$ cat config.mk
export PLATFORM = sky130hd
export DESIGN_NAME = dcache_ctrl
export DESIGN_NICKNAME = d
export VERILOG_FILES = /design/src/rtl/dcache_pkg.sv /design/src/rtl/dcache_ctrl.sv
export SDC_FILE = /design/constraint.sdc
export NUM_CORES = 1
export LEC_CHECK = 0
export ABC_CLOCK_PERIOD_IN_PS = 5100
export BUFFER_PORTS_ARGS = -buffer_cell sky130_fd_sc_hd__buf_2
export CAP_MARGIN = 20
export CORE_ASPECT_RATIO = 0.8
export CORE_MARGIN = 4
export CORE_UTILIZATION = 37
export CTS_CLUSTER_DIAMETER = 150
export DETAILED_ROUTE_END_ITERATION = 12
export GPL_ROUTABILITY_DRIVEN = 1
export HOLD_SLACK_MARGIN = 0.12
export PLACE_DENSITY = 0.89
export SLEW_MARGIN = 30
export SYNTH_ARGS = -nofsm -noshare
export SYNTH_HDL_FRONTEND = slang
export SYNTH_SLANG_ARGS = --single-unit
$ cat constraint.sdc
create_clock -name clk -period 5.1 [get_ports clk]
set_clock_uncertainty 0.05 [all_clocks]
set_input_delay 1.02 -clock clk [delete_from_list [all_inputs] [get_ports clk]]
set_output_delay 1.02 -clock clk [all_outputs]
set_load 0.01 [all_outputs]
$ cat src/rtl/dcache_pkg.sv
// **************************************************
// Shared constants for the data cache: address field
// widths, FSAB and SPAM values, state and mode enums.
// **************************************************

package dcache_pkg;

	// Core address split: [31:10] tag, [9:6] line index, [5:3] beat, [2] half.
	localparam int TAG_W      = 22;
	localparam int IDX_W      = 4;
	localparam int WORD_SEL_W = 3;

	// FSAB request kinds.
	typedef enum logic {
		FSAB_READ  = 1'b0,
		FSAB_WRITE = 1'b1
	} fsab_mode_t;

	localparam logic [3:0] FSAB_DID_CPU       = 4'h0;   // Requester ID.
	localparam logic [3:0] FSAB_SUBDID_DCACHE = 4'h1;   // Sub-requester ID.

	localparam logic [2:0] FSAB_INITIAL_CREDITS = 3'd4;
	localparam logic [3:0] FSAB_FILL_LEN        = 4'd8;   // Beats per line read.
	localparam logic [3:0] FSAB_WRITE_LEN       = 4'd1;   // One masked beat.

	localparam logic [7:0]  SPAM_TIMEOUT   = 8'd255;
	localparam logic [31:0] SPAM_DEAD_WORD = 32'hDEADDEAD;

	// Control states for the line fill.
	typedef enum logic {
		IDLE = 1'b0,
		FILL = 1'b1
	} ctrl_state_t;

endpackage

$ cat src/rtl/dcache_ctrl.sv
// **************************************************
// Cache control: stall, line fill start and commit,
// write issue and data array enable.
// **************************************************

`timescale 1ns/10ps

module dcache_ctrl (
	input  logic        clk,
	input  logic        rst_b,
	input  logic [31:0] addr,
	input  logic        rd_req,
	input  logic        wr_req,
	input  logic        hit,
	input  logic        credit_avail,
	input  logic        last_beat,
	input  logic        spam_wait,
	output logic        rw_wait,
	output logic        fill_start,
	output logic [31:0] fill_addr,
	output logic        fill_done_commit,
	output logic        wr_go,
	output logic        array_access
);

	dcache_pkg::ctrl_state_t state;
	logic mem_side;

	assign mem_side = !addr[31];   // Bit 31 clear is cached memory.

	// Only one line read may be outstanding at a time.
	assign fill_start = (state == dcache_pkg::IDLE) && rd_req && mem_side &&
		!hit && credit_avail;

	// The tag goes valid at the same edge that writes the last beat.
	assign fill_done_commit = (state == dcache_pkg::FILL) && last_beat;

	// Writes go straight through, one credit each.
	assign wr_go = wr_req && mem_side && credit_avail;

	assign array_access = (rd_req || wr_req) && mem_side && hit;

	always_comb begin
		if (addr[31]) begin
			rw_wait = spam_wait;   // Peripheral side decides.
		end else begin
			// A read waits for its line, a write for a credit.
			rw_wait = (rd_req && !hit) || (wr_req && !credit_avail);
		end
	end

	always_ff @(posedge clk or negedge rst_b) begin
		if (!rst_b) begin
			state <= dcache_pkg::IDLE;
		end else begin
			case (state)
				dcache_pkg::IDLE: begin
					if (fill_start)
						state <= dcache_pkg::FILL;
				end
				dcache_pkg::FILL: begin
					if (last_beat)
						state <= dcache_pkg::IDLE;
				end
				default: state <= dcache_pkg::IDLE;
			endcase
		end
	end

	// Line address is frozen for the whole fill.
	always_ff @(posedge clk) begin
		if (fill_start)
			fill_addr <= {addr[31:6], 6'b0};
	end

endmodule

# Word level (Yosys, flattened, before mapping)

Cells that the tools add are included.

Multiplexer cells: 4
Bitwise logic cells: 1
Reductions and logical operators: 16

Operators by type and width:

| operator            | number |
|---|---|
| $logic_and A1 B1 Y1 | 11 |
| $logic_not A1 Y1    | 3 |
| $mux W1             | 3 |
| $logic_or A1 B1 Y1  | 2 |
| $pmux W1 S2         | 1 |
| $not A1 Y1          | 1 |

Register bits: 27
Input bits: 40
Output and inout bits: 37
Word-level logic and storage cells: 23

# Longest topological paths before layout

Word-level depth: 7
Mapped depth: 2
Mapped depth without buffers: 2

# Worst setup path after synthesis

OpenSTA, ideal clock, no wires.

Kind: input port to output port
Start point: in hit
End point: out fill_start
Arrival time: 3936 ps
Required time: 4030 ps
Path slack: 94 ps
Stages: 2
Cell sequence: nand2b_4 > nor4_1

Cells in the longest elaborated chain, start to end: 3

RTL lines:

| element             | line              | text |
|---|---|---|
| start: declaration  | dcache_ctrl.sv:14 | `input logic hit,` |
| $logic_not A1 Y1    | dcache_ctrl.sv:33 | `!hit && credit_avail;` |
| $logic_and A1 B1 Y1 | dcache_ctrl.sv:32 | `assign fill_start = (state == dcache_pkg::IDLE) && rd_req && mem_side &&` |
| $logic_and A1 B1 Y1 | dcache_ctrl.sv:33 |  |
| end: declaration    | dcache_ctrl.sv:19 | `output logic fill_start,` |

Every way passes these cells.

# Worst setup path in the final report

Start point: in addr[31]
End point: out fill_start

Cells in the longest elaborated chain, start to end: 4

RTL lines:

| element                          | line              | text |
|---|---|---|
| start: declaration               | dcache_ctrl.sv:11 | `input logic [31:0] addr,` |
| $logic_not A1 Y1                 | dcache_ctrl.sv:29 | `assign mem_side = !addr[31];` |
| $logic_and A1 B1 Y1 (2 in a row) | dcache_ctrl.sv:32 |  |
| $logic_and A1 B1 Y1              | dcache_ctrl.sv:33 |  |

Every way passes these cells.

==> results.toml <==
[finish]
nets = 155
n_antenna_cell = 0
layout_commonest_cell = "buf_2"
drive_gt1_frac = 0.623
n_fill_cell = 216
mostFrequentLayoutCells = "buf_2, edfxtp_1, conb_1"
area_growth_pct = 40.1
final-seq-area_um2 = 806
multiInputGateArea_um2 = 113

[drt]
drc = 0
routed_via_density = 4.21
antenna_left = 0
firstDrtPassIters = 4
wl_met3_um = 292
wirelength_um = 1950
post_drt_wl_per_cell_um = 13.0
routed-via-count = 631
drt_iter0_drc = 31
wl_met1_um = 646
topRoutingLayerUsed = "met3"
wl_met2_um = 1010

[power]
max-vdd-ir-drop_v = 0.0000985
leakage_nw = 0.600
power.density_nw_per_um2 = 275
design_power_total_mw = 0.364

[synth]
synth.top_cells.by_area = "edfxtp_1, buf_4, dfrtp_1, o41ai_2, nand2b_4"
yosys.area.top_type = "edfxtp_1"
yosysWarnings = 0
ys_seq_elements = 27
ys_seq_area_frac = 0.852
ys_types = 14
synth_top_area_share = 0.825
syn-cell-area_um2 = 946
syn_inst = 46
syn_area_per_cell_um2 = 20.6

[sta]
final_max_slew_viol_count = 0
rsz0062_at_grt = "false"
finalSetupTns_ns = 0
period_needed_ns = 3.05
period_share = 0.598
finalHoldViolCount = 0
clock.fmax_mhz = 328
setup_violations = 0

[clock_network]
cts_setup_buffers = 0
path_clk_slew_ns = 0.12
cts_tree = "built"
cts_buffers = 3
clock-sinks = 27
htree_levels = 1
ctsHoldBuffers = 0
clock_latency_ns = 0.30
postCtsResizedCells = 0
clock_path_buffers = 2
root_buffer = "clkbuf_4"

[status]
status = "completed"

[grt]
antenna_found_initial = 0
grt_pass1_wl_um = 2870
grt.total_usage = 0.115
globalRouteOverflowTotal = 0
grt_max_degree = 28
grt_pass1_vias = 642

[job]
drv_cap = 0

[die]
core-area_um2 = 2440
rows = 16
die_w_um = 64.5
boundaryPins = 77
dieArea_um2 = 3430
initial_core_util = 0.387
die_height_um = 53.2

[worst_hold_path]
worstHoldPathType = "in2async"

[setup_path]
crit_path_end_kind = "output port"
r2r-start = "state$_DFF_PN0_"
critPathKind = "in2out"
crit_required_ns = 4.03
r2r_slack_ns = 3.67
cp-start-kind = "primary input"
worstPathMaxFanout = 27
rr_worst_depth = 2
cp_data_arrival_time_ns = 1.98
r2r-end = "fill_addr[19]$_DFFE_PP_"

[placement]
portBuffers = 64
gp_congestion = 0.734
## critical path, cell delays in order
cell	delay, ns
buf_2	0.13
nor4_2	0.26
buf_4	0.35
buf_2	0.20
## cells by family (layout without fill, tap and decap cells)
group / after synthesis / after routing / share of synthesized area
AOI/OAI and AO/OA: 3 / 3 / 0.0344
DFF: 27 / 27 / 0.852
and+or+nand+nor: 7 / 7 / 0.0542
other: 1 / 6 / 0.00396
buffers and inverters: 8 / 71 / 0.0556
## final cells by class
class	instances	share of cell area
inverter	2	0.00567
tap	36	0.0340
sequential	27	0.608
timing repair buffer	65	0.247
clock buffer	4	0.0198
multi-input combinational	16	0.0850
## how the worst max path moves through the flow
stage | start | endpoint | slack (ns)
2_1_floorplan | hit | fill_start | 0.09
3_3_place_gp | addr[31] | fill_start | 2.07
3_5_place_dp | addr[31] | fill_start | 2.04
4_1_cts | addr[31] | fill_start | 2.04
5_1_grt | addr[31] | fill_start | 1.91
6_report | addr[31] | fill_start | 2.05
## state kept, by name, indices dropped and copies added, names as in the netlist
name	count
fill_addr	26
state	1
## power by group
group          switching, mW  internal (mW)  leakage (nW)
clock network         0.0534         0.0305        0.0150
registers            0.00137          0.248         0.249
logic                 0.0156         0.0151         0.336
total                 0.0704          0.293         0.600
## metal layers
layer  vias to the layer above  global-route usage
met3                         0              0.0552
met5                         -                   0
met4                         0              0.0316
met1                       291               0.104
li1                        295                   -
met2                        45               0.228
## synthesized netlist by cell type (all sizes together)
library cell and n:
conb 1, nor4 1, and2 1, and3 1, nor2b 1, edfxtp 26, a31oi 1, dfrtp 1
buf 6, o211a 1, inv 2, o41ai 1, nand2b 3
## through the flow
stage          instances  setup slack (ns)   util  hold WS [ns]  cell area [um2]
2_1_floorplan         51            0.0936      -         0.433              965
3_3_place_gp         146              2.07  0.532         0.465             1300
3_5_place_dp         146              2.04  0.532         0.501             1300
4_1_cts              150              2.04  0.543         0.399             1330
5_1_grt              150              1.91  0.543         0.371             1330
6_report             150              2.05  0.543         0.415             1330
(Power assumes the default switching activity.)
