File: config.mk
export PLATFORM = sky130hd
export DESIGN_NAME = fill_seq
export DESIGN_NICKNAME = d
export VERILOG_FILES = /design/src/rtl/dcache_pkg.sv /design/src/rtl/fill_seq.sv
export SDC_FILE = /design/constraint.sdc
export NUM_CORES = 1
export LEC_CHECK = 0
export BUFFER_PORTS_ARGS = -buffer_cell sky130_fd_sc_hd__buf_2
export CORE_AREA = 2 2 39 41
export DETAILED_ROUTE_END_ITERATION = 16
export DIE_AREA = 0 0 41 43
export PLACE_DENSITY = 0.36
export SYNTH_ARGS = -nofsm -noshare
export SYNTH_HDL_FRONTEND = slang
export SYNTH_SLANG_ARGS = --single-unit
File: constraint.sdc
create_clock -name clk -period 1.5 [get_ports clk]
set_clock_uncertainty 0.05 [all_clocks]
set_input_delay 0.075 -clock clk [delete_from_list [all_inputs] [get_ports clk]]
set_output_delay 0.075 -clock clk [all_outputs]
set_load 0.03 [all_outputs]
File: src/rtl/dcache_pkg.sv
// **************************************************
// Shared constants for the data cache: address field
// widths, FSAB and SPAM values, state and mode enums.
// **************************************************

package dcache_pkg;

	// Core address split: [31:10] tag, [9:6] line index, [5:3] beat, [2] half.
	localparam int TAG_W      = 22;
	localparam int IDX_W      = 4;
	localparam int WORD_SEL_W = 3;

	// FSAB request kinds.
	typedef enum logic {
		FSAB_READ  = 1'b0,
		FSAB_WRITE = 1'b1
	} fsab_mode_t;

	localparam logic [3:0] FSAB_DID_CPU       = 4'h0;   // Requester ID.
	localparam logic [3:0] FSAB_SUBDID_DCACHE = 4'h1;   // Sub-requester ID.

	localparam logic [2:0] FSAB_INITIAL_CREDITS = 3'd4;
	localparam logic [3:0] FSAB_FILL_LEN        = 4'd8;   // Beats per line read.
	localparam logic [3:0] FSAB_WRITE_LEN       = 4'd1;   // One masked beat.

	localparam logic [7:0]  SPAM_TIMEOUT   = 8'd255;
	localparam logic [31:0] SPAM_DEAD_WORD = 32'hDEADDEAD;

	// Control states for the line fill.
	typedef enum logic {
		IDLE = 1'b0,
		FILL = 1'b1
	} ctrl_state_t;

endpackage

File: src/rtl/fill_seq.sv
// **************************************************
// Fill beat filter and line position counter.
// **************************************************

`timescale 1ns/10ps

module fill_seq (
	input  logic                                clk,
	input  logic                                rst_b,
	input  logic                                fill_start,
	input  logic                                fsabi_valid,
	input  logic [3:0]                          fsabi_did,
	input  logic [3:0]                          fsabi_subdid,
	output logic                                beat_we,
	output logic [dcache_pkg::WORD_SEL_W-1:0]   beat_pos,
	output logic                                last_beat
);

	// Beats for other requesters pass by.
	assign beat_we = fsabi_valid && (fsabi_did == dcache_pkg::FSAB_DID_CPU) &&
		(fsabi_subdid == dcache_pkg::FSAB_SUBDID_DCACHE);

	assign last_beat = beat_we &&
		(beat_pos == dcache_pkg::WORD_SEL_W'(dcache_pkg::FSAB_FILL_LEN - 4'd1));

	always_ff @(posedge clk or negedge rst_b) begin
		if (!rst_b)
			beat_pos <= '0;
		else if (fill_start)
			beat_pos <= '0;   // New line, start at beat 0.
		else if (beat_we)
			beat_pos <= beat_pos + 1'b1;
	end

endmodule

# Word-level counts from Yosys, hierarchy flattened
# Cells that the tools add are included.
# Widths: inputs -> output; s select.
op_classes:
  n_addsub: 1
  n_mul: 0
  div_mod_pow: 0
  order_cmp: 0
  eq_ne: 2
  shifts: 0
  mux: 2
  bitwise_logic: 0
  reduce_logical: 5
op_table:
  columns: ["op", "count"]
  rows:
  - ["$mux 3", 2]
  - ["$eq 4x1->1 const B", 1]
  - ["$logic_not 4->1", 1]
  - ["$add 3x1->3 const B", 1]
  - ["$eq 3x3->1 const B", 1]
  - ["$logic_and 1x1->1", 3]
  - ["$reduce_bool 2->1", 1]
totals:
  ff_bits: 3
  latch_bits: 0
  ram_bits: 0
  mem_bits_ro: 0
  in_bits: 12
  output_inout_bits: 5
  wordCells: 11
  memories: 0

# Depth between registers and ports, before layout
logic_depth:
  ltp_word: 5
  depth_mapped: 4
  mapped_depth_nobuf: 4

# Worst setup path before layout
# Ideal clock, no wire load.
synth_timing:
  kind: "register -> register"
  start: "register beat_pos[0] (netlist bit)"
  end: "register beat_pos[2] (netlist bit)"
  setup_time_ns: 0.124
  arrival_time_ns: 1.109
  t_required_ns: 1.326
  setup_slack_ns: 0.217
  path_stages_with_launch: 5
  n_path_buf: 0
  synth_period_minus_slack_ns: 1.283
  path_cell_list: "dfrtp_1 ha_1 ha_1 nand2b_1 mux2i_1"
synth_between:
  elab_chain_len: 3
synth_lines:
  columns: ["element", "line_no", "rtl"]
  rows:
  - ["from (decl)", "fill_seq.sv:15", "output logic [dcache_pkg::WORD_SEL_W-1:0] beat_pos,"]
  - ["from (signal assigned)", "fill_seq.sv:32", "beat_pos <= beat_pos + 1'b1;"]
  - ["$add 3x1->3", "fill_seq.sv:32", null]
  - ["$mux 3", "fill_seq.sv:31", "else if (beat_we)"]
  - ["$mux 3", "fill_seq.sv:29", "else if (fill_start)"]
# No other way between the ends. The select of a mux whose other input is x is not followed.
# A chain may end at the register's enable or synchronous reset.

# Worst setup path after layout
layout_timing:
  start: "register beat_pos[0] (netlist bit)"
  end: "output last_beat"
layout_between:
  elab_chain_len: 2
layout_lines:
  columns: ["element", "line_no", "rtl"]
  rows:
  - ["$eq 3x3->1", "fill_seq.sv:24", "(beat_pos == dcache_pkg::WORD_SEL_W'(dcache_pkg::FSAB_FILL_LEN - 4'd1));"]
  - ["$logic_and 1x1->1", "fill_seq.sv:23", "assign last_beat = beat_we &&"]
  - ["to (decl)", "fill_seq.sv:16", "output logic last_beat"]
# No other way between the ends.

==> summary.md <==
| Metric | Value |
|---|---|
| Routed vias/inst | between 3 and 4 |
| Worst flop-to-flop path endpoint | beat_pos[2] |
| Cell Chain, Critical Path | ha_1 > ha_1 > and2_2 > buf_4 |
| Cell count of the worst reg-to-reg path | 4 |
| Area Growth Syn to Fin | 60.0% |
| CP max stage cell | dfrtp_1 |
| Worst Hold Class | in -> async |
| Distinct cell type count after synthesis | 12 |
| Top Registers | beat_pos (3) |
| Vias in the first global route | ~190 |
| Register bit total from synthesis | 3 |
| Antenna viol nets, final | 0 |
| Global route total overflow | 0 |
| Initial DRC count | 0 |
| Vias | 210 |
| Final nets | 54 |
| Critical-path maximum fanout | 4 |
| Initial Utilization | 0.154 |
| Syn Nets | 33 |
| Reg2Reg Setup Slack | just over 0.3 ns |
| Leakage | 0.185 nW |
| RSZ-0062 raised after global routing | no |
| Final period util | 0.977 |
| WL/cell | slightly below 9 um |
| Yosys warning count | 0 |
| Cts bufs inserted | 3 |
| Io pins | 17 |
| Clock Root Buffer | clkbuf_4 |
| Place WS | a little under 0.2 ns |
| Final cell count without fillers | 55 |
| Setup bufs post-CTS | 0 |
| GRT Total Usage | 0.0701 |
| Outcome | finished, final reports clean |
| Row cnt | 14 |
| Register area share after synthesis | 0.353 |
| Final hold violation count | 0 |
| Final Core Density | 0.246 |
| Mapped cell area | between 200 and 250 um2 |
| Die Area | between 1500 and 2000 um2 |
| Most frequent cells in the layout | buf_2 (15), nand2b_1 (4), dfrtp_1 (3), clkbuf_4 (3) |
| Crit path from | beat_pos[0] |
| Worst skew pair latency | approximately 0.24 ns |
| Worst Tran Pin Value | 0.221 ns |
| Commonest non-fill, non-tap cell in the layout | buf_2 |
| Total power | between 0.0002 and 0.00025 W |
| WP data arrival | between 1 and 1.5 ns |
| Rel. slew slack | 0.851 |
| Fill count | between 150 and 200 |
| Worst Path Required | around 1.4 ns |
| Most used cell along the critical path | ha_1 |
| Max Slew Vio Count | 0 |
| Max cap viols | 0 |
| Share of layout cells above drive strength 1 | 0.538 |
| Detailed Routing Iterations Pass 1 | 1 |
| Crit end category | output pin |
| Max reg flops | 3 |
| Slack of the critical path | 0.0347 ns |
| Antenna violations before repair | 0 |
| Setup TNS | 0 ns |
| Routed wl met3 | 63 um |
| Final setup violation count | 0 |
| Placeable Area | roughly 1400 um2 |
| Placed Cells | 50 |
| TritonCTS clock tree | done |
| First-pass GRT wire length | 710 um |
| Biggest register | beat_pos |
| Final WL | just under 500 um |
| Gpl congestion | about 0.60 |
| Die Ht | around 43 um |
| Number of diodes | 0 |
| CP Launch Type | flop |
| Top sig layer | met3 |
| Mean Syn Cell Area | around 11 um2 |
| Pwr Density | 731 nW/um2 |
| Worst r2r src | beat_pos[0] |
| DRC | 0 |
| VDD IR max | ~0.15 mV |
| Die W | slightly above 40 um |
| Crit path largest cell delay | 0.40 ns |
| Max Freq | just under 0.7 GHz |
| Clock slew at reported path FFs | ~0.040 ns |
| Clock buffer depth | 2 |
| Cells after Synth | 19 |
| Kind of critical path | reg -> out |
| Fin crit period | 1.47 ns |
| Met1 Wirelength | approximately 180 um |
| Met2 wire length | between 200 and 300 um |
| Clock sink count | 3 |
| H-tree depth | 1 |
| Pin count of the biggest net entering global routing | 7 |
| Port Buffers | 16 |
[stage by stage]
stage          area, um2  hold WS [ns]
3_5_place_dp         302        -0.171
2_1_floorplan        213        -0.271
6_report             340         0.109
5_1_grt              340         0.135
3_3_place_gp         302        -0.177
4_1_cts              338         0.100
[repair_timing]
item	4_1_cts	5_1_grt
hold endpoints to repair	3	0
setup endpoints to repair	0	1
hold buffers	1	0
resized for setup	0	2
[cells in the mapped netlist]
cell type  number  area, um2
nand2b_1        4       25.0
dfrtp_1         3       75.1
ha_1            2       25.0
mux2i_1         2       20.0
and2_2          1       7.51
and4b_1         1       10.0
buf_6           1       11.3
mux2_4          1       15.0
nor2_1          1       3.75
nor2b_1         1       6.26
nor3_1          1       5.00
nor4b_1         1       8.76
[critical path, delay by kind of cell, from the launching register on]
| family | cells | cell delay [ns] |
|---|---|---|
| fa+ha+maj | 2 | 0.38 |
| buf+inv | 1 | 0.16 |
| flops | 1 | 0.40 |
| simple gates | 1 | 0.16 |
[how the worst max path moves through the flow]
stage / endpoint / slack, ns / depth (start not counted)
2_1_floorplan: beat_pos[2] / 0.22 / 4
3_3_place_gp: beat_pos[0] / 0.21 / 4
3_5_place_dp: beat_pos[0] / 0.20 / 4
4_1_cts: last_beat / 0.01 / 4
5_1_grt: last_beat / 0.004 / 4
6_report: last_beat / 0.03 / 4
[power breakdown]
group          internal [W]  switching (W)
Combinational     0.0000151     0.00000746
Sequential        0.0000814   0.0000000625
Clock             0.0000999      0.0000450
Total              0.000196      0.0000525
[cells by family (layout without fill, tap and decap cells)]
| group | count (synthesis) | in the layout | share of synthesized area |
|---|---|---|---|
| buffers and inverters | 1 | 21 | 0.0529 |
| flip-flops | 3 | 3 | 0.353 |
| AND/OR/NAND/NOR | 10 | 10 | 0.312 |
| multiplexers | 3 | 3 | 0.165 |
| adder cells (fa/ha/maj) | 2 | 2 | 0.118 |
[cell type report]
class | count | area (um2) | area share
clock buffer | 4 | 26.3 | 0.0772
multi-input combinational | 15 | 126 | 0.371
sequential | 3 | 75.1 | 0.221
tap | 16 | 20.0 | 0.0588
timing repair buffer | 17 | 92.6 | 0.272
[per-layer routing]
layer / up-vias / global-route usage
li1: 105 / -
met5: - / 0
met2: 13 / 0.0969
met4: 0 / 0.120
met1: 92 / 0.0575
met3: 0 / 0.0157
Power figures use the tool's default switching activity.
