$ cat src/rtl/dcache_pkg.sv
// **************************************************
// Shared constants for the data cache: address field
// widths, FSAB and SPAM values, state and mode enums.
// **************************************************

package dcache_pkg;

	// Core address split: [31:10] tag, [9:6] line index, [5:3] beat, [2] half.
	localparam int TAG_W      = 22;
	localparam int IDX_W      = 4;
	localparam int WORD_SEL_W = 3;

	// FSAB request kinds.
	typedef enum logic {
		FSAB_READ  = 1'b0,
		FSAB_WRITE = 1'b1
	} fsab_mode_t;

	localparam logic [3:0] FSAB_DID_CPU       = 4'h0;   // Requester ID.
	localparam logic [3:0] FSAB_SUBDID_DCACHE = 4'h1;   // Sub-requester ID.

	localparam logic [2:0] FSAB_INITIAL_CREDITS = 3'd4;
	localparam logic [3:0] FSAB_FILL_LEN        = 4'd8;   // Beats per line read.
	localparam logic [3:0] FSAB_WRITE_LEN       = 4'd1;   // One masked beat.

	localparam logic [7:0]  SPAM_TIMEOUT   = 8'd255;
	localparam logic [31:0] SPAM_DEAD_WORD = 32'hDEADDEAD;

	// Control states for the line fill.
	typedef enum logic {
		IDLE = 1'b0,
		FILL = 1'b1
	} ctrl_state_t;

endpackage

$ cat src/rtl/fsab_req.sv
// **************************************************
// FSAB request formatting and the credit counter.
// **************************************************

`timescale 1ns/10ps

module fsab_req (
	input  logic                   clk,
	input  logic                   rst_b,
	input  logic [31:0]            addr,
	input  logic [31:0]            wr_data,
	input  logic                   fill_start,
	input  logic                   wr_go,
	input  logic                   fsabo_credit,
	output logic                   credit_avail,
	output logic                   fsabo_valid,
	output dcache_pkg::fsab_mode_t fsabo_mode,
	output logic [3:0]             fsabo_did,
	output logic [3:0]             fsabo_subdid,
	output logic [30:0]            fsabo_addr,
	output logic [3:0]             fsabo_len,
	output logic [63:0]            fsabo_data,
	output logic [7:0]             fsabo_mask
);

	logic [2:0] credits;

	assign credit_avail = (credits != 3'd0);

	always_comb begin
		fsabo_valid  = 1'b0;
		fsabo_mode   = dcache_pkg::FSAB_READ;
		fsabo_did    = 4'h0;
		fsabo_subdid = 4'h0;
		fsabo_addr   = 31'h0;
		fsabo_len    = 4'h0;
		fsabo_data   = 64'h0;
		fsabo_mask   = 8'h0;
		if (fill_start) begin
			fsabo_valid  = 1'b1;
			fsabo_did    = dcache_pkg::FSAB_DID_CPU;
			fsabo_subdid = dcache_pkg::FSAB_SUBDID_DCACHE;
			fsabo_addr   = {addr[30:6], 6'b0};   // Whole line.
			fsabo_len    = dcache_pkg::FSAB_FILL_LEN;
		end else if (wr_go) begin
			fsabo_valid  = 1'b1;
			fsabo_mode   = dcache_pkg::FSAB_WRITE;
			fsabo_did    = dcache_pkg::FSAB_DID_CPU;
			fsabo_subdid = dcache_pkg::FSAB_SUBDID_DCACHE;
			fsabo_addr   = {addr[30:3], 3'b0};   // 8-byte beat.
			fsabo_len    = dcache_pkg::FSAB_WRITE_LEN;
			fsabo_data   = {wr_data, wr_data};
			fsabo_mask   = addr[2] ? 8'hF0 : 8'h0F;   // Byte lanes of the word.
		end
	end

	// Each strobe spends one credit, each return gives one back.
	always_ff @(posedge clk or negedge rst_b) begin
		if (!rst_b)
			credits <= dcache_pkg::FSAB_INITIAL_CREDITS;
		else
			credits <= credits + {2'b0, fsabo_credit} - {2'b0, fsabo_valid};
	end

endmodule

$ cat config.mk
export PLATFORM = sky130hd
export DESIGN_NAME = fsab_req
export DESIGN_NICKNAME = d
export VERILOG_FILES = /design/src/rtl/dcache_pkg.sv /design/src/rtl/fsab_req.sv
export SDC_FILE = /design/constraint.sdc
export NUM_CORES = 1
export LEC_CHECK = 0
export ABC_AREA = 1
export BUFFER_PORTS_ARGS = -buffer_cell sky130_fd_sc_hd__buf_2
export CAP_MARGIN = 25
export CELL_PAD_IN_SITES_DETAIL_PLACEMENT = 2
export CELL_PAD_IN_SITES_GLOBAL_PLACEMENT = 2
export CORE_MARGIN = 5
export CORE_UTILIZATION = 10
export CTS_CLUSTER_DIAMETER = 40
export DETAILED_ROUTE_END_ITERATION = 6
export GPL_ROUTABILITY_DRIVEN = 0
export PLACE_DENSITY_LB_ADDON = 0.1
export SETUP_SLACK_MARGIN = 0.2
export SLEW_MARGIN = 20
export SYNTH_ARGS = -nofsm -noshare
export SYNTH_HDL_FRONTEND = slang
export SYNTH_SLANG_ARGS = --single-unit
$ cat constraint.sdc
create_clock -name clk -period 1.9 [get_ports clk]
set_input_delay 0.19 -clock clk [delete_from_list [all_inputs] [get_ports clk]]
set_output_delay 0.19 -clock clk [all_outputs]
set_load 0.01 [all_outputs]
* After elaboration in Yosys (flattened, before gate mapping)
Index checks and enable logic that the tools add are counted.
W data, S select, Z words.
** Word-level totals
- Flip-flop bits (word level) :: 3
- Latch bits :: 0
- Memory bits (writable) :: 0
- ROM bits :: 0
- Input port bits :: 69
- Output and inout port bits :: 118
- Word-level logic and storage cells :: 17
- Memories kept :: 0
** Cells by class
- $add $sub $neg :: 2
- $mul :: 0
- Divide/modulo/power cells :: 0
- $lt $le $gt $ge :: 0
- Equal/unequal tests :: 0
- Shift operators :: 0
- Mux-type cells :: 13
- Bitwise gates (word level) :: 0
- Reductions and logical operators :: 1
** Operator list (count)
- $mux W64 :: 2
- $mux W31 :: 2
- $mux W8 :: 3
- $mux W1 :: 5
- $mux W4 :: 1
- $add A3 B1 Y3 :: 1
- $reduce_bool A3 Y1 :: 1
- $sub A3 B1 Y3 :: 1

* Depth between registers and ports, before layout
- Depth after elaboration :: 3
- Mapped depth :: 11
- Mapped depth without buffers :: 10

* Least setup slack after synthesis
No wires, ideal clock.
- Kind :: input to register
- From :: in wr_go
- To :: reg credits[1]
- Library setup time :: 0.114 ns
- Arrival time :: 1.624 ns
- Required time :: 1.786 ns
- Setup slack :: 0.162 ns
- Stages on the path :: 9
- Path buffers :: 1
- Path through :: nor2_4 > buf_2 > inv_1 > ha_1 > inv_1 > ha_1 > inv_1 > fa_1 > inv_1
** Between the ends
- Longest elaborated chain between the ends :: 3
** RTL lines
- from (decl) :: RTL line fsab_req.sv:13 : input logic wr_go,
- $mux W1 :: RTL line fsab_req.sv:45 : end else if (wr_go) begin
- $mux W1 :: RTL line fsab_req.sv:39 : if (fill_start) begin
- net fsabo_valid :: RTL line fsab_req.sv:16 : output logic fsabo_valid,
- $sub A3 B1 Y3 :: RTL line fsab_req.sv:62 : credits <= credits + {2'b0, fsabo_credit} - {2'b0, fsabo_valid};
- to (signal assigned) :: RTL line fsab_req.sv:60 : credits <= dcache_pkg::FSAB_INITIAL_CREDITS;
- to (signal assigned) :: RTL line fsab_req.sv:62
- to (decl) :: RTL line fsab_req.sv:26 : logic [2:0] credits;
The timed path passes the listed nets, and every way through them passes these cells.

* Worst setup path in the final report
- From :: reg credits[0]
- To :: reg credits[2]
** Between the ends
- Longest elaborated chain between the ends :: 2
** RTL lines (RTL line)
- $add A3 B1 Y3 :: fsab_req.sv:62
- $sub A3 B1 Y3 :: fsab_req.sv:62
Every way passes these cells.

==> flow_metrics.tcl <==
set metrics [dict create \
    status "complete, no violations" \
    syn_to_final_growth_pct 61.41 \
    power.leakage_nw 1.326 \
    antenna_left 0 \
    clk_pin_slew_worst_paths_ps 30 \
    drcViolationCount 0 \
    coreArea_sq_mm 0.01137 \
    cts_num_sinks 3 \
    synth_area_sq_mm 0.001151 \
    cts_buffers 3 \
    fin_cells 482 \
    wl_per_cell_um 11.72 \
    cts_tree "done" \
    synth_cell_types 14 \
    avgSynthCellArea_sq_um 5.430 \
    ioPinCount 187 \
    port_buffers 171 \
    post-route-period-util_pct 82.53 \
    setup_viol 0 \
    arrival_ps 1730 \
    post_cts_resize_count 0 \
    crit_required_ps 2070 \
    die_h_um 117.3 \
    start_util_pct 10.12 \
    period_needed_ps 1568 \
    post-place-cells 477 \
    first_global_vias 1650 \
    ys_ff_latch 3 \
    gr-total-overflow 0 \
    cts-root-buf "clkbuf_16" \
    largest_register_ffs 3 \
    finalHoldViolations 0 \
    die_width_um 117.3 \
    finClkSkew_ps 3.015 \
    max_flop_register "credits" \
    clk_latency_ps 220 \
    htreeDepth 1 \
    vias 1581 \
    critPathLaunchType "register" \
    hpwl_um 4918 \
    synth_area_leader_cell "buf_4" \
    num_antenna_cells 0 \
    vdd_ir_drop_max_mv 0.1996 \
    synthDominantCellAreaShare_pct 36.52 \
    drive_gt1_share_pct 52.80 \
    maxCapViolCount 0 \
    tns_ps 0 \
    worst_hold_slack_ps 226.7 \
    yosys-top-cells-area "buf_4 (37%), nor2_1 (20%), nand2_1 (13%)" \
    max_freq_mhz 637.7 \
    num_rows 39 \
    grt_max_degree 40 \
    grt_pass1_wl_um 8148 \
    final_common_cell "buf_2" \
    crit_type "register to register" \
    grt.total_usage_pct 7.429 \
    yosysWarnings 0 \
    power_density_mw_per_mm2 534.6 \
    ys_seq_area_share_pct 6.630 \
    dr.pass1.iters 2 \
    postSynthCellCount 212 \
    antenna_found_initial 0 \
    layout.nets 412 \
    cts_max_path_buffers 2 \
    via_per_inst 3.280 \
    endpoint_kind "register" \
    drv_slew 0 \
    grt_setup_unrepaired "no" \
    reg_top3 "credits: 3 flops" \
    final_cell_mix "buf_2 (171), nor2_1 (62), nand2_1 (41)" \
    hp-class "primary input to register" \
    crit_fanout 2 \
    drt_iter0_markers 54 \
    drt_wl_total_um 5651 \
    die-area_sq_mm 0.01376 \
]
==> synthesized netlist by cell type <==
library cell / instances
buf_6: 4
nor2_1: 62
dfstp_2: 1
buf_4: 56
nor2_4: 1
nand3_1: 3
ha_1: 2
conb_1: 1
dfrtp_1: 2
fa_1: 1
nand2_1: 41
buf_2: 3
nor3_1: 1
inv_1: 34
==> logic make-up (layout without fill, tap and decap cells) <==
group | Yosys count | count (layout) | share of synthesized area, %
adder cells (fa/ha/maj) | 3 | 3 | 3.913
buffers and inverters | 97 | 213 | 52.82
flip-flops | 3 | 3 | 6.631
other | 1 | 12 | 0.3258
AND/OR/NAND/NOR | 108 | 108 | 36.30
==> final cells by class <==
class	instances	area, sq um
repair buffers	175	888.4
inverters	34	127.6
well taps	143	178.9
clock buffers	4	78.83
flip-flops and latches	3	76.32
multi-input cells	123	508.0
fillers	1438	9512
==> power breakdown <==
group / switching, mW / leakage, nW / internal, mW
logic: 0.307 / 1.25 / 0.217
registers: 0.0264 / 0.0338 / 0.109
clock network: 0.0567 / 0.0382 / 0.277
==> worst max-delay path: stages (launching register included) <==
cell	delay [ps]
dfrtp_1	350
inv_1	80
ha_1	230
inv_1	60
ha_1	140
inv_1	50
fa_1	390
inv_1	70
nand3_1	70
nand2_1	70
==> path summary, 6_finish.rpt <==
check	startpoint	to	slack, ps	cells after the start
min in group asynchronous	rst_b	credits[1]	290	2
worst max register to register	credits[0]	credits[2]	330	9
max in group asynchronous	rst_b	credits[2]	1420	2
worst max-delay path	credits[0]	credits[2]	330	9
worst min register to register	credits[2]	credits[2]	580	3
worst min-delay path	fsabo_credit	credits[0]	230	2
==> metal layers <==
metal | vias to the layer above | part of all wire, % | global-route usage (%)
li1 | 787 | - | -
met1 | 693 | 37 | 8.839
met2 | 97 | 50 | 12.86
met3 | 4 | 13 | 2.622
met4 | 0 | 0.74 | 1.606
met5 | - | 0 | 0
==> repair_timing <==
action,4_1_cts,5_1_grt
hold buffers,1,0
setup buffers,0,0
endpoints found under the hold margin,3,0
==> through the flow <==
step           util (%)  total power, mW  setup slack (ps)  instance area [sq um]
4_1_cts           16.34            1.027             306.8                   1858
6_report          16.34           0.9933             331.9                   1858
5_1_grt           16.34            1.098             225.5                   1858
3_3_place_gp      15.56           0.6666             212.0                   1769
2_1_floorplan         -           0.4975             207.6                   1195
3_5_place_dp      15.56           0.6781             149.7                   1769
No activity file was read; power rests on OpenSTA's default activity.
