### config.mk
export PLATFORM = sky130hd
export DESIGN_NAME = spam_port
export DESIGN_NICKNAME = d
export VERILOG_FILES = /design/src/rtl/dcache_pkg.sv /design/src/rtl/spam_port.sv
export SDC_FILE = /design/constraint.sdc
export NUM_CORES = 1
export LEC_CHECK = 0
export ABC_AREA = 1
export BUFFER_PORTS_ARGS = -buffer_cell sky130_fd_sc_hd__buf_4
export CORE_MARGIN = 2
export CORE_UTILIZATION = 39
export CTS_BUF_LIST = sky130_fd_sc_hd__clkbuf_16
export DETAILED_ROUTE_END_ITERATION = 12
export PLACE_DENSITY = 0.84
export SYNTH_ARGS = -nofsm -noshare
export SYNTH_HDL_FRONTEND = slang
export SYNTH_SLANG_ARGS = --single-unit
### constraint.sdc
create_clock -name clk -period 2.7 [get_ports clk]
set_input_delay 0.135 -clock clk [delete_from_list [all_inputs] [get_ports clk]]
set_output_delay 0.135 -clock clk [all_outputs]
set_load 0.05 [all_outputs]
### src/rtl/dcache_pkg.sv
// **************************************************
// Shared constants for the data cache: address field
// widths, FSAB and SPAM values, state and mode enums.
// **************************************************

package dcache_pkg;

	// Core address split: [31:10] tag, [9:6] line index, [5:3] beat, [2] half.
	localparam int TAG_W      = 22;
	localparam int IDX_W      = 4;
	localparam int WORD_SEL_W = 3;

	// FSAB request kinds.
	typedef enum logic {
		FSAB_READ  = 1'b0,
		FSAB_WRITE = 1'b1
	} fsab_mode_t;

	localparam logic [3:0] FSAB_DID_CPU       = 4'h0;   // Requester ID.
	localparam logic [3:0] FSAB_SUBDID_DCACHE = 4'h1;   // Sub-requester ID.

	localparam logic [2:0] FSAB_INITIAL_CREDITS = 3'd4;
	localparam logic [3:0] FSAB_FILL_LEN        = 4'd8;   // Beats per line read.
	localparam logic [3:0] FSAB_WRITE_LEN       = 4'd1;   // One masked beat.

	localparam logic [7:0]  SPAM_TIMEOUT   = 8'd255;
	localparam logic [31:0] SPAM_DEAD_WORD = 32'hDEADDEAD;

	// Control states for the line fill.
	typedef enum logic {
		IDLE = 1'b0,
		FILL = 1'b1
	} ctrl_state_t;

endpackage

### src/rtl/spam_port.sv
// **************************************************
// SPAM sidechannel requests, busy wait with timeout,
// and the registered return word.
// **************************************************

`timescale 1ns/10ps

module spam_port (
	input  logic        clk,
	input  logic        rst_b,
	input  logic [31:0] addr,
	input  logic        rd_req,
	input  logic        wr_req,
	input  logic [31:0] wr_data,
	input  logic        spami_busy_b,
	input  logic [31:0] spami_data,
	output logic        spamo_valid,
	output logic        spamo_r_nw,
	output logic [3:0]  spamo_did,
	output logic [23:0] spamo_addr,
	output logic [31:0] spamo_data,
	output logic        spam_wait,
	output logic [31:0] spam_rd_data
);

	logic       in_trans;
	logic [7:0] timeout;
	logic       timed_out;
	logic [31:0] data_q;

	always_comb begin
		spamo_valid = (rd_req || wr_req) && addr[31] && !in_trans;
		spamo_r_nw  = 1'b0;
		spamo_did   = 4'h0;
		spamo_addr  = 24'h0;
		spamo_data  = 32'h0;
		if (spamo_valid) begin
			spamo_r_nw = rd_req;
			spamo_did  = addr[27:24];   // Device select.
			spamo_addr = addr[23:0];
			spamo_data = wr_req ? wr_data : 32'h0;
		end
	end

	// Hold the core until the device is ready or the count runs out.
	assign spam_wait = !spami_busy_b &&
		(spamo_valid || (in_trans && (timeout != 8'd0)));

	always_ff @(posedge clk or negedge rst_b) begin
		if (!rst_b) begin
			in_trans  <= 1'b0;
			timeout   <= 8'd0;
			timed_out <= 1'b0;
		end else begin
			timed_out <= in_trans && (timeout == 8'd0) && !spami_busy_b;
			if (spamo_valid) begin
				in_trans <= !spami_busy_b;   // Ready at once means no wait.
				timeout  <= dcache_pkg::SPAM_TIMEOUT;
			end else if (in_trans) begin
				if (spami_busy_b || (timeout == 8'd0))
					in_trans <= 1'b0;
				else
					timeout <= timeout - 8'd1;
			end
		end
	end

	always_ff @(posedge clk) begin
		data_q <= spami_data;
	end

	assign spam_rd_data = timed_out ? dcache_pkg::SPAM_DEAD_WORD : data_q;

endmodule

After elaboration in Yosys (flattened, before gate mapping)
Index checks and enable logic that the tools add are counted.
{"block": "word_totals", "latchBits": 0, "ram_bits": 0, "word_cells": 33, "memories": 0, "in_bits": 101, "output_inout_bits": 95, "rom_bits": 0, "ff_bits": 42}
{"block": "op_classes", "mux": 12, "magnitude_cmp": 0, "mul": 0, "div": 0, "n_reduce_logical": 15, "addsub": 1, "shift": 0, "eq_ne": 1, "bitwise": 0}
{"cell": "$mux W32", "count": 3}
{"cell": "$mux W24", "count": 1}
{"cell": "$mux W8", "count": 3}
{"cell": "$logic_not A8 Y1", "count": 1}
{"cell": "$reduce_bool A8 Y1", "count": 1}
{"cell": "$sub A8 B1 Y8 const B", "count": 1}
{"cell": "$logic_and A1 B1 Y1", "count": 6}
{"cell": "$mux W1", "count": 4}
{"cell": "$mux W4", "count": 1}
{"cell": "$logic_or A1 B1 Y1", "count": 3}
{"cell": "$logic_not A1 Y1", "count": 2}
{"cell": "$ne A2 B2 Y1 const B", "count": 1}
{"cell": "$reduce_and A2 Y1", "count": 1}
{"cell": "$reduce_bool A2 Y1", "count": 1}

Logic depth before layout (Yosys ltp)
{"block": "logic_depth", "depth_word": 5, "mapped_depth": 9, "depth_no_buf": 9}

Least setup slack after synthesis
Ideal clock, no wire load.
{"block": "synth_timing", "path_kind": "reg-to-output", "from": "reg timeout[0]", "to": "out spam_wait", "slack_ns": 0.921, "arrival_ns": 1.644, "t_required_ns": 2.565, "path_stages_with_launch": 8, "cell_sequence": "dfrtp_1 inv_1 ha_1 nand2_1 nor2_2 nand2_4 nand2_8 a21oi_1"}
{"block": "synth_between", "elab_chain_len": 4}
{"item": "from (decl)", "line_no": "spam_port.sv:27", "rtl": "logic [7:0] timeout;"}
{"item": "from (signal assigned)", "line_no": "spam_port.sv:58", "rtl": "timeout <= dcache_pkg::SPAM_TIMEOUT;"}
{"item": "from (signal assigned)", "line_no": "spam_port.sv:63", "rtl": "timeout <= timeout - 8'd1;"}
{"item": "$reduce_bool A8 Y1", "line_no": "spam_port.sv:47", "rtl": "(spamo_valid || (in_trans && (timeout != 8'd0)));"}
{"item": "$logic_and A1 B1 Y1", "line_no": "spam_port.sv:47"}
{"item": "$logic_or A1 B1 Y1", "line_no": "spam_port.sv:47"}
{"item": "$logic_and A1 B1 Y1", "line_no": "spam_port.sv:46", "rtl": "assign spam_wait = !spami_busy_b &&"}
{"item": "to (decl)", "line_no": "spam_port.sv:22", "rtl": "output logic spam_wait,"}
No other way between the ends.

Worst setup path after layout
{"block": "layout_timing", "from": "reg in_trans", "to": "out spamo_data[15]"}
{"block": "layout_between", "elab_chain_len": 3}
{"item": "from (decl)", "line_no": "spam_port.sv:26", "rtl": "logic in_trans;"}
{"item": "from (signal assigned)", "line_no": "spam_port.sv:57", "rtl": "in_trans <= !spami_busy_b;"}
{"item": "$logic_not A1 Y1", "line_no": "spam_port.sv:32", "rtl": "spamo_valid = (rd_req || wr_req) && addr[31] && !in_trans;"}
{"item": "$logic_and A1 B1 Y1", "line_no": "spam_port.sv:32"}
{"item": "$mux W32", "line_no": "spam_port.sv:37", "rtl": "if (spamo_valid) begin"}
{"item": "to (decl)", "line_no": "spam_port.sv:21", "rtl": "output logic [31:0] spamo_data,"}
No other way between the ends.

==> out/metrics.yaml <==
timing:
  fin_crit_ns: 2.182
  hold_violations: 0
  rsz0062_at_grt: "false"
  hold_slack_ns: 0.03767
  setup_viol: 0
  tightest_slew_ns: 0.9473
  finClkSkew_ns: 0.007889
  tns_ns: 0
  timing.final.max_slew_violations: 0
  layout_worst_path_cycle_share: 0.8083
  slew_headroom: 0.3670
  fmax_mhz: 458.2
placed_design:
  placed_area_um2: 3513
  portBuffers: 192
  dp.cells: 549
  hpwl_um: 5358
  gp_congestion: 0.8265
route:
  viasPerCell: 4.300
  antenna_left: 0
  routedWlPerCell_um: 13.16
  drt-met1-wl_um: 2815
  wl_um: 7762
  route.detailed.drc: 0
  routed-wl-met2_um: 3855
  num_vias: 2537
  first_pass_iters: 4
  dr_wl_met3_um: 702
  dr.first_iter.drc_count: 80
  top_layer: "met4"
floorplanning:
  die_w_um: 76.36
  start_util: 0.4024
  coreArea_um2: 5075
  fp.dieH_um: 76.36
  io_pins: 196
  rows: 26
  die_area_um2: 5831
grt:
  first_global_vias: 2563
  grt_max_degree: 33
  grt_pass1_wl_um: 12130
  grt_util_all_layers: 0.2623
  antenna_found_initial: 0
  grt_overflow: 0
worst_setup_path:
  worstSetupEndpointType: "output port"
  crit_fanout: 32
  critPathLaunchType: "register"
  required_ns: 2.57
  crit_type: "register to output port"
  crit_arrival_ns: 2.05
finish:
  final_cell_mix: "193 x buf_4, 81 x inv_1, 78 x nor2_1"
  final_common_cell: "buf_4"
  final_cells: 590
  seq_area_um2: 890.9
  num_antenna_cells: 0
  fin_area_um2: 4001
  area_growth_pct: 95.96
  multi_input_area_um2: 774.5
  final_core_util: 0.7885
  drive_gt1_frac: 0.4481
  fillers: 352
  nNetsFinal: 622
worst_hold_path:
  hold_path.class: "primary input to register"
clocking:
  clk_pin_slew_ns: 0.06
  clockRootBuffer: "clkbuf_16"
  numCtsBuffers: 5
  clock-sinks: 42
  clockBufferDepth: 2
  clk_latency_ns: 0.28
  htreeDepth: 2
  cts_tree: "yes"
synthesis:
  synth_top_area_frac: 0.3137
  netlist.top_cell.by_area: "dfxtp_1"
  ys_types: 22
  avgSynthCellArea_um2: 6.875
  syn-instance-count: 297
  yosys_warnings: 0
  synth_nets: 400
  syn_area_um2: 2042
  ys_seq_elements: 42
  synth_area_leaders: "dfxtp_1 31%, inv_1 15%, nor2_1 14%, dfrtp_1 12%, or2_2 7.0%"
  yosysSeqAreaShare: 0.4363
job:
  cap_violations: 0
status:
  status: "complete, no violations"
pwr:
  p_leak_nw: 2.429
  powerDensity_nw_per_um2: 530.3
  peakVddDrop_v: 0.0004967
cells in the mapped netlist:
cell and number:
dfrtp_1 10, nand2_4 2, nor2_2 1, inv_2 3, buf_2 4, nor3_1 1
or2_2 23, o21ai_1 1, nor2_1 78, buf_6 4, clkbuf_1 3, inv_1 80
nand2_8 1, dfxtp_1 32, nand4_1 1, nand2_2 1, nor2_4 2, a21oi_1 2
nand2_1 26, ha_1 2, o21ai_0 1, nand3_1 19
final cells by class:
| cell class | count | area share |
|---|---|---|
| timing repair buffer | 226 | 0.4447 |
| multi-input combinational | 161 | 0.1936 |
| tap | 70 | 0.02189 |
| sequential | 42 | 0.2226 |
| clock inverter | 2 | 0.001876 |
| inverter | 83 | 0.07786 |
| clock buffer | 6 | 0.03752 |
worst paths after layout:
kind                                    from             end  slack (ns)  cells after the start
worst min register to register    timeout[0]      timeout[0]        0.52                      2
worst max-delay path                in_trans  spamo_data[15]        0.52                      4
worst max register to register    timeout[0]      timeout[1]        1.32                      9
worst min-delay path            spami_busy_b        in_trans        0.04                      2
min in group asynchronous              rst_b        in_trans        0.21                      2
max in group asynchronous              rst_b      timeout[2]        2.34                      2
logic make-up after synthesis:
family                     after synthesis  synth area share
DFF                                     42            0.4363
AOI/OAI and AO/OA                        4          0.009799
and+or+nand+nor                        155            0.3517
adders and majority gates                2           0.01225
buffers and inverters                   94            0.1900
per-layer routing:
metal | GRT usage | vias up
li1 | - | 1272
met1 | 0.2691 | 1078
met2 | 0.4655 | 152
met3 | 0.08649 | 35
met4 | 0.1509 | 0
met5 | 0 | -
flip-flops by register name, indices dropped and copies added, names as in the netlist:
name       cells
data_q        32
timed_out      1
in_trans       1
timeout        8
timing repair:
item                                   in CTS  in global routing
setup buffers                               0                  0
endpoints found under the hold margin      42                  0
gates resized for setup                     0                  0
hold buffers                               33                  0
per-stage QoR:
step	setup slack (ns)	power (mW)
final	0.5176	2.122
after global routing	0.2646	2.211
after CTS	0.5598	2.105
after detailed placement	0.8599	1.452
after global placement	0.9218	1.432
after floorplan	0.9214	1.191
power by group:
group / switching, mW / leakage (nW) / internal (mW)
clock network: 0.238 / 0.0808 / 0.392
registers: 0.0435 / 0.388 / 0.678
logic: 0.475 / 1.96 / 0.296
total: 0.756 / 2.43 / 1.37
worst max-delay path: stages, from the launching register on:
cell     delay, ns
dfrtp_1       0.38
nor2_1        0.22
nand2_1       0.59
nor2_1        0.31
buf_4         0.25
No activity file was read; power rests on OpenSTA's default activity.
