## config.mk

```make
export PLATFORM = sky130hd
export DESIGN_NAME = dcache_tags
export DESIGN_NICKNAME = d
export VERILOG_FILES = /design/src/rtl/dcache_pkg.sv /design/src/rtl/dcache_tags.sv
export SDC_FILE = /design/constraint.sdc
export NUM_CORES = 1
export LEC_CHECK = 0
export BUFFER_PORTS_ARGS = -buffer_cell sky130_fd_sc_hd__buf_2
export CAP_MARGIN = 20
export CORE_MARGIN = 10
export CORE_UTILIZATION = 51
export CTS_CLUSTER_DIAMETER = 40
export DETAILED_ROUTE_END_ITERATION = 6
export PLACE_DENSITY = 0.76
export SYNTH_ARGS = -nofsm -noshare
export SYNTH_HDL_FRONTEND = slang
export SYNTH_SLANG_ARGS = --single-unit
```

## constraint.sdc

```tcl
create_clock -name clk -period 4.8 [get_ports clk]
set_clock_uncertainty 0.15 [all_clocks]
set_input_delay 0.72 -clock clk [delete_from_list [all_inputs] [get_ports clk]]
set_output_delay 0.72 -clock clk [all_outputs]
set_load 0.01 [all_outputs]
```

## src/rtl/dcache_pkg.sv

```systemverilog
// **************************************************
// Shared constants for the data cache: address field
// widths, FSAB and SPAM values, state and mode enums.
// **************************************************

package dcache_pkg;

	// Core address split: [31:10] tag, [9:6] line index, [5:3] beat, [2] half.
	localparam int TAG_W      = 22;
	localparam int IDX_W      = 4;
	localparam int WORD_SEL_W = 3;

	// FSAB request kinds.
	typedef enum logic {
		FSAB_READ  = 1'b0,
		FSAB_WRITE = 1'b1
	} fsab_mode_t;

	localparam logic [3:0] FSAB_DID_CPU       = 4'h0;   // Requester ID.
	localparam logic [3:0] FSAB_SUBDID_DCACHE = 4'h1;   // Sub-requester ID.

	localparam logic [2:0] FSAB_INITIAL_CREDITS = 3'd4;
	localparam logic [3:0] FSAB_FILL_LEN        = 4'd8;   // Beats per line read.
	localparam logic [3:0] FSAB_WRITE_LEN       = 4'd1;   // One masked beat.

	localparam logic [7:0]  SPAM_TIMEOUT   = 8'd255;
	localparam logic [31:0] SPAM_DEAD_WORD = 32'hDEADDEAD;

	// Control states for the line fill.
	typedef enum logic {
		IDLE = 1'b0,
		FILL = 1'b1
	} ctrl_state_t;

endpackage

```

## src/rtl/dcache_tags.sv

```systemverilog
// **************************************************
// Tag store: valid bits, tags and hit compare.
// **************************************************

`timescale 1ns/10ps

module dcache_tags (
	input  logic        clk,
	input  logic        rst_b,
	input  logic [31:0] addr,
	input  logic        fill_start,
	input  logic [31:0] fill_addr,
	input  logic        fill_done_commit,
	output logic        hit
);

	logic [(2**dcache_pkg::IDX_W)-1:0] valid;
	logic [dcache_pkg::TAG_W-1:0]      tags [2**dcache_pkg::IDX_W];

	logic [dcache_pkg::IDX_W-1:0] idx;
	logic [dcache_pkg::TAG_W-1:0] tag;
	logic [dcache_pkg::IDX_W-1:0] fill_idx;
	logic [dcache_pkg::TAG_W-1:0] fill_tag;

	assign idx      = addr[9:6];
	assign tag      = addr[31:10];
	assign fill_idx = fill_addr[9:6];
	assign fill_tag = fill_addr[31:10];

	assign hit = valid[idx] && (tags[idx] == tag);

	// The line is dropped while it is being refilled.
	always_ff @(posedge clk or negedge rst_b) begin
		if (!rst_b) begin
			valid <= '0;
		end else if (fill_start) begin
			valid[idx] <= 1'b0;   // Fill address is not latched yet.
		end else if (fill_done_commit) begin
			valid[fill_idx] <= 1'b1;
		end
	end

	always_ff @(posedge clk) begin
		if (fill_done_commit)
			tags[fill_idx] <= fill_tag;
	end

endmodule

```

---- Word level (Yosys, flattened, before mapping) ----
Memories as Yosys holds them, arrays and structs flattened.
Index checks and enable logic that the tools add are counted.
cells by class
  reductions and logical operators ........ 4
  bitwise logic cells ..................... 3
  equal/unequal tests ..................... 1
  $lt $le $gt $ge ......................... 4
  multiplexer cells ....................... 10
operators by type and width
  operator                                                                count
  16-bit two-way mux                                                      2
  22-bit equality test                                                    1
  16-bit AND                                                              1
  16-bit inverter                                                         1
  16-bit bitwise OR                                                       1
  4-bit by 5-bit < comparator with 1-bit output (second input constant)   2
  1-bit demux with 4-bit select                                           2
  4-bit by 1-bit >= comparator with 1-bit output (second input constant)  2
  1-bit two-way mux                                                       5
  1-bit binary-select mux with 4-bit select                               1
  1-bit logical AND                                                       3
  2-bit nonzero test                                                      1
word-level totals
  bits in registers ....................... 16
  input port bits ......................... 68
  RAM bits ................................ 352
  memories ................................ 1
  logic and storage cells ................. 24
memory list
  name  depth  width  read ports  clocked after Yosys merged registers in  write ports  RTL line           text
  tags  16     22     1           0                                        1            dcache_tags.sv:18  logic [dcache_pkg::TAG_W-1:0] tags [2**dcache_pkg::IDX_W];

---- Longest topological paths before layout ----
Gate-level depths: netlist of the first run.
  word-level depth ........................ 7
  depth in mapped cells ................... 11
  gate-level depth less buffers ........... 7

---- Worst setup path before layout of the first run ----
No wires, ideal clock.
  path kind ............................... input port to output port
  from .................................... input port addr[6]
  to ...................................... output port hit
  setup slack ............................. 1002 ps
  arrival ................................. 2928 ps
  stages on the path ...................... 9
  path through ............................ buf_6 > buf_4 > buf_2 > mux4_2 > mux2i_1 > o21ai_0 > o41ai_1 > nand3_1 > nor4_1
on the way
  word-level cells in the longest chain between the ends .. 3
  elaborated cells between the ends (all ways) .. 5
  those cells by class .................... 1 x eq/ne; 2 x mux; 1 x reduce/logical; 1 x memory
RTL lines
  item                                                                                    RTL line           text
  start: declaration                                                                      dcache_tags.sv:10  input logic [31:0] addr,
  memory 16 x 22 bit / 1-bit binary-select mux with 4-bit select (equally long branches)  n/a
  22-bit equality test / 1-bit two-way mux (equally long branches)                        dcache_tags.sv:30  assign hit = valid[idx] && (tags[idx] == tag);
  1-bit logical AND *                                                                     dcache_tags.sv:30
  end: declaration                                                                        dcache_tags.sv:14  output logic hit
Every way passes the cells marked *; elsewhere a longest branch is shown, timed or not. The select of a mux whose other input is x is not followed.

---- Worst setup path after layout of the first run ----
Ends and elaborated chain as after synthesis.

==> results of run 1 <==
==> synthesized netlist by cell type, types with 3 or more instances <==
| master | n |
|---|---|
| a21oi_1 | 20 |
| nand2b_1 | 4 |
| buf_4 | 3 |
| edfxtp_1 | 352 |
| buf_1 | 4 |
| inv_1 | 11 |
| a22oi_1 | 3 |
| a221oi_1 | 7 |
| and3_1 | 3 |
| clkbuf_1 | 9 |
| nor3_1 | 4 |
| a22o_1 | 11 |
| buf_2 | 11 |
| nand2_1 | 18 |
| o22ai_1 | 4 |
| o21ai_0 | 16 |
| mux2i_1 | 21 |
| mux4_2 | 85 |
| mux4_1 | 7 |
| nor2b_1 | 8 |
| a31oi_1 | 10 |
| xnor2_1 | 18 |
| dfrtp_1 | 16 |
| nand3_1 | 5 |
| nor2_1 | 25 |
==> through the flow <==
step,cells,setup WS (ns)
after CTS,1225,0.09129
after global placement,1149,0.2174
after detailed placement,1149,0.2407
after global routing,1225,0.03844
after floorplan,709,1.002
final,1227,0.2290
==> path summary, 6_finish.rpt <==
path,start,to,slack [ns],cells past startpoint
max in group asynchronous,rst_b,valid[10],3.72,2
setup / recovery,addr[6],hit,0.23,10
hold reg to reg,valid[9],valid[9],0.35,1
hold / removal,valid[9],valid[9],0.35,1
min in group asynchronous,rst_b,valid[4],0.52,2
setup reg to reg,valid[3],valid[3],3.90,2
==> critical path, cell delays in order <==
cell and delay [ns]:
buf_6 0.27, buf_12 0.28, mux4_2 0.58, a2bb2oi_1 0.22
o211ai_1 0.20, a22o_1 0.23, nor4_1 0.27, nand4_1 0.31
nor4_4 0.38, buf_2 0.18
==> per-layer routing <==
metal | part of all wire (%) | vias up | GRT usage, % | wire length (microns)
met1 | 39 | 3959 | 24.70 | 12880
met5 | 0 | - | 0 | 0
met4 | 2.5 | 0 | 5.159 | 824
met3 | 8.6 | 78 | 3.570 | 2822
met2 | 50 | 389 | 30.09 | 16270
li1 | - | 3176 | - | -
==> report_power, final <==
| part | leakage, uW | switching, uW | internal [uW] |
|---|---|---|---|
| Clock | 0.000681 | 1230 | 1940 |
| Combinational | 0.00156 | 261 | 201 |
| Sequential | 0.00338 | 29.3 | 3610 |
==> cell families after synthesis <==
| kind of cell | Yosys count | synth area share, % |
|---|---|---|
| flip-flops | 368 | 74.81 |
| XOR/XNOR | 19 | 1.135 |
| AO/OA/AOI/OAI | 87 | 4.061 |
| buffers and inverters | 43 | 1.595 |
| multiplexers | 114 | 15.82 |
| AND/OR/NAND/NOR | 78 | 2.585 |
==> sequential cells by signal, summed over array words and instances (netlist names) <==
signal / flops
tags: 352
valid: 16
==> repair_timing <==
item,CTS,global route
endpoints found under the hold margin,16,0
hold buffers,1,0
endpoints found under the setup margin,0,1
gates resized for setup,0,3
==> cell type report <==
cell class                 count  area, sq um  area share [%]
sequential                   368        10970           64.45
multi-input combinational    298         3521           20.69
clock buffer                  53         1156           6.792
timing repair buffer          88        598.1           3.514
tap                          384        480.5           2.823
clock inverter                22        245.2           1.441
inverter                      12        45.04          0.2646
antenna                        2        5.005         0.02940
==> results.ini, run 1 <==
[status]
outcome=finished clean

[sta]
hold_ws_ns=0.3462
hold_violations=0
slew_viol_final=0
fin_crit_ns=4.571
post-route-period-util_pct=95.23
worstMarginPinSlew_ns=1.045
rsz0062_at_grt=no
slew_headroom_pct=30.21
setup_violations=0
tns_ns=0
max_clock_freq_ghz=0.2188

[pwr]
p_total_uw=7273
powerDensity_nw_per_um2=427.3
p_leak_uw=0.005623
peakVddDrop_mv=0.3733

[global_route]
grt_pass1_vias=7847
grt_pass1_wl_mm=49.19
grt_max_degree=47
grt_use_total_pct=18.34
antenna_found_initial=2
gr-total-overflow=0

[synth]
synth_flop_cell=edfxtp_1
synth_area_leaders=edfxtp_1, mux4_2, dfrtp_1, mux2i_1, mux4_1
synthArstFlopShare_pct=4.348
yosysWarnings=0
syn_area_sq_um=14670
synthesis.nets=777
synth.top_cell.area_share_pct=72.08
synth.largest_area_cell=edfxtp_1
synthCells=709
syn_area_per_cell_sq_um=20.68
ys_types=50
synth_edf_count=352
seq_area_frac_synth_pct=74.81
ys_seq_elements=368

[die]
io_pins=69
dieArea_sq_um=35940
die_h_microns=189.6
start_util_pct=51.37
fp.dieW_microns=189.6
num_rows=62
coreArea_sq_um=28550

[worst_setup_path]
cp_max_fo=27
cp-start-kind=primary input
cp_data_required_time_ns=3.93
cp-end-kind=output pin
critical_path_class=primary input to output pin
cp.arrival_ns=3.70

[place]
port_buffers=56
hpwlAfterDp_mm=19.09
gp_congestion=0.8869
dpl_cell_area_sq_um=15590

[cells_and_area]
area_growth_syn_to_layout_pct=16.07
fin_util_pct=59.62
mostFrequentLayoutCell=edfxtp_1
layout-drive-gt1-share_pct=30.80
nets=878
mostFrequentLayoutCells=edfxtp_1, mux4_2, buf_2
fin_area_sq_um=17020
fillers=2033

[detailed_routing]
first_iter_violations=852
postRouteAntennaNets=0
via_count=7602
via_per_inst=6.196
drc=0
drt-total-wl_mm=32.80
wl_per_cell_microns=26.73
dr.pass1.iters=5

[cts]
h-tree-depth=2
cts_tree=built
path_clk_slew_ns=0.06
root_buffer=clkbuf_16
post_cts_buffers=0
clockBufferDepth=3
cts.sinks=368
clk_latency_ns=0.51
cts_made_buffers=42

[run]
max_cap_viol_count=0

[worst_hold_path]
hp-class=flip-flop to flip-flop

Power figures use the tool's default switching activity.
==> run 2: changes to the inputs <==
Settings changed: CORE_UTILIZATION 51 to 58, PLACE_DENSITY 0.76 to 0.84, RECOVER_POWER set to 25.
==> run 2 against run 1 <==
  * Final cell count shrank 4.2%
  * Clock-buffer cell count shrank 1
  * Routed wire length grew 4.0%
  * Critical path depth shrank 1
  * Register-to-register slack gained 0.02 ns
  * Critical path type unchanged
  * Combinational power is essentially flat
  * Setup slack lost 0.087 ns
  * Highest routed layer is now met5
  * Sequential share of layout area grew 0.84 points
  * Core utilization grew 7.5 points
  * Largest cell class unchanged
  * First-iteration DRC count grew 19%
==> results.ini, run 2 (synthesis results as in run 1) <==
[pwr]
p_leak_uw=0.005519  ; -1.8%
p_int_uw=5567  ; -3.2%
peakVddDrop_mv=0.2914  ; -22%
p_switching_uw=1519  ; -0.26%
powerDensity_nw_per_um2=421.7  ; -1.3%
clock_power_share_pct=42.1  ; -1.5 points
p_comb_share_pct=6.5  ; about the same
swShare_pct=21.44  ; +0.50 points
seqPwrFrac_pct=51.4  ; +1.4 points

[detailed_routing]
wl_per_cell_microns=29.03  ; +8.6%
via_per_inst=6.528  ; +5.4%
via_count=7670  ; +0.89%
dr.pass1.iters=5  ; unchanged
drc=0  ; unchanged
drt-total-wl_mm=34.11  ; +4.0%
postRouteAntennaNets=0  ; unchanged
first_iter_violations=1011  ; +19%

[global_route]
grt_use_total_pct=21.94  ; +3.6 points
grt_pass1_wl_mm=50.99  ; +3.7%
grt_max_degree=45  ; -4.3%
gr-total-overflow=0  ; unchanged
grt_pass1_vias=7985  ; +1.8%
antenna_found_initial=3  ; +1

[sta]
hold_violations=0  ; unchanged
rsz0062_at_grt=no
worstMarginPinSlew_ns=1.019  ; -0.02525 ns
slew_viol_final=0  ; unchanged
max_clock_freq_ghz=0.2147  ; -1.9%
fin_crit_ns=4.658  ; +0.08707 ns
post-route-period-util_pct=97.04  ; +1.8 points
setup_violations=0  ; unchanged
tns_ns=0  ; unchanged
slew_headroom_pct=31.89  ; +1.7 points
fin_ws_ns=0.1419  ; -0.08707 ns

[cells_and_area]
largest_reg_flops=352  ; unchanged
reg_top3=tags: 352 flops, valid: 16 flops
area_growth_syn_to_layout_pct=14.58
mostFrequentLayoutCell=edfxtp_1
nets=881  ; +0.34%
mostFrequentLayoutCells=edfxtp_1, mux4_2, clkbuf_16
fin_util_pct=67.12  ; +7.5 points
regMostFlops=tags
fillers=1567  ; -23%
layout-drive-gt1-share_pct=28.83  ; -2.0 points

[worst_setup_path]
cp.arrival_ns=3.79  ; +0.09 ns
critical_path_class=primary input to output pin
cp_max_fo=38  ; +41%
cp-end-kind=output pin
cp-start-kind=primary input
cp_data_required_time_ns=3.93  ; about the same

[place]
gp_congestion=0.9110  ; +2.7%
port_buffers=56  ; unchanged
dp_worst_setup_slack_ns=0.2157  ; -0.02496 ns
hpwlAfterDp_mm=19.11  ; about the same

[status]
outcome=finished clean

[die]
die_h_microns=179.0  ; -5.6%
dieArea_sq_um=32040  ; -11%
coreArea_sq_um=25040  ; -12%
io_pins=69  ; unchanged
start_util_pct=58.58  ; +7.2 points
fp.dieW_microns=179.0  ; -5.6%
num_rows=58  ; -6.5%

[cts]
clk_latency_ns=0.53  ; +0.02 ns
clockBufferDepth=3  ; unchanged
root_buffer=clkbuf_16
cts_made_buffers=41  ; -2.4%
path_clk_slew_ns=0.06  ; about the same
cts_tree=built
h-tree-depth=2  ; unchanged
cts.sinks=368  ; unchanged

[worst_hold_path]
hp-class=flip-flop to flip-flop

[run]
max_cap_viol_count=0  ; unchanged

-- run 2: layout make-up --
class	count	area (sq um)	share of cell area, %
Timing Repair Buffer	92	566.8	3.373
Multi-Input combinational cell	298	3503	20.85
Clock buffer	52	1110	6.605
Inverter	12	45.04	0.2681
Sequential cell	368	10970	65.29
Antenna cell	2	5.005	0.02978
Tap cell	330	412.9	2.457
Clock inverter	21	190.2	1.132
-- run 2: through the flow --
stage               cells  total power, uW  instance area, sq um  hold slack (ns)
floorplan             709             3982                 14670           0.2744
global placement     1098             4123                 15490           0.3188
detailed placement   1098             4157                 15490           0.3436
CTS                  1172             7119                 16800           0.3643
global route         1173             7301                 16800           0.3792
finish               1175             7085                 16800           0.3636
-- run 2: worst paths after layout --
check	to	slack, ns	cells past startpoint	startpoint
worst min-delay path	valid[9]	0.36	1	valid[9]
worst max register to register	valid[3]	3.92	2	valid[3]
min in group asynchronous	valid[5]	0.48	2	rst_b
max in group asynchronous	valid[1]	3.75	2	rst_b
worst min register to register	valid[9]	0.36	1	valid[9]
worst max-delay path	hit	0.14	9	addr[6]
-- run 2: power by group through the flow --
stage | Combinational (uW) | Sequential, uW | Clock [uW]
finish | 464 | 3640 | 2980
global route | 496 | 3650 | 3160
CTS | 460 | 3640 | 3020
detailed placement | 452 | 3700 | 0
global placement | 428 | 3690 | 0
floorplan | 288 | 3690 | 0
-- run 2: routing by layer --
metal | vias to the layer above | track usage (%) | share of wire [%]
met3 | 67 | 5.055 | 9.5
met4 | 2 | 6.200 | 2.2
li1 | 3177 | - | -
met1 | 3951 | 28.05 | 37
met5 | - | 0 | 0.038
met2 | 473 | 37.07 | 51
-- run 2: critical path, stage by stage --
cell	delay, ns
buf_12	0.26
buf_4	0.38
mux4_2	0.55
mux2i_1	0.27
o22ai_1	0.16
o22ai_1	0.31
nand4_1	0.29
nor4_1	0.55
buf_2	0.23
-- run 2: timing repair --
action	4_1_cts	5_1_grt
gates resized for setup	0	5
setup endpoints to repair	0	1
hold buffers	1	0
endpoints found under the hold margin	16	0
buffers inserted	0	0
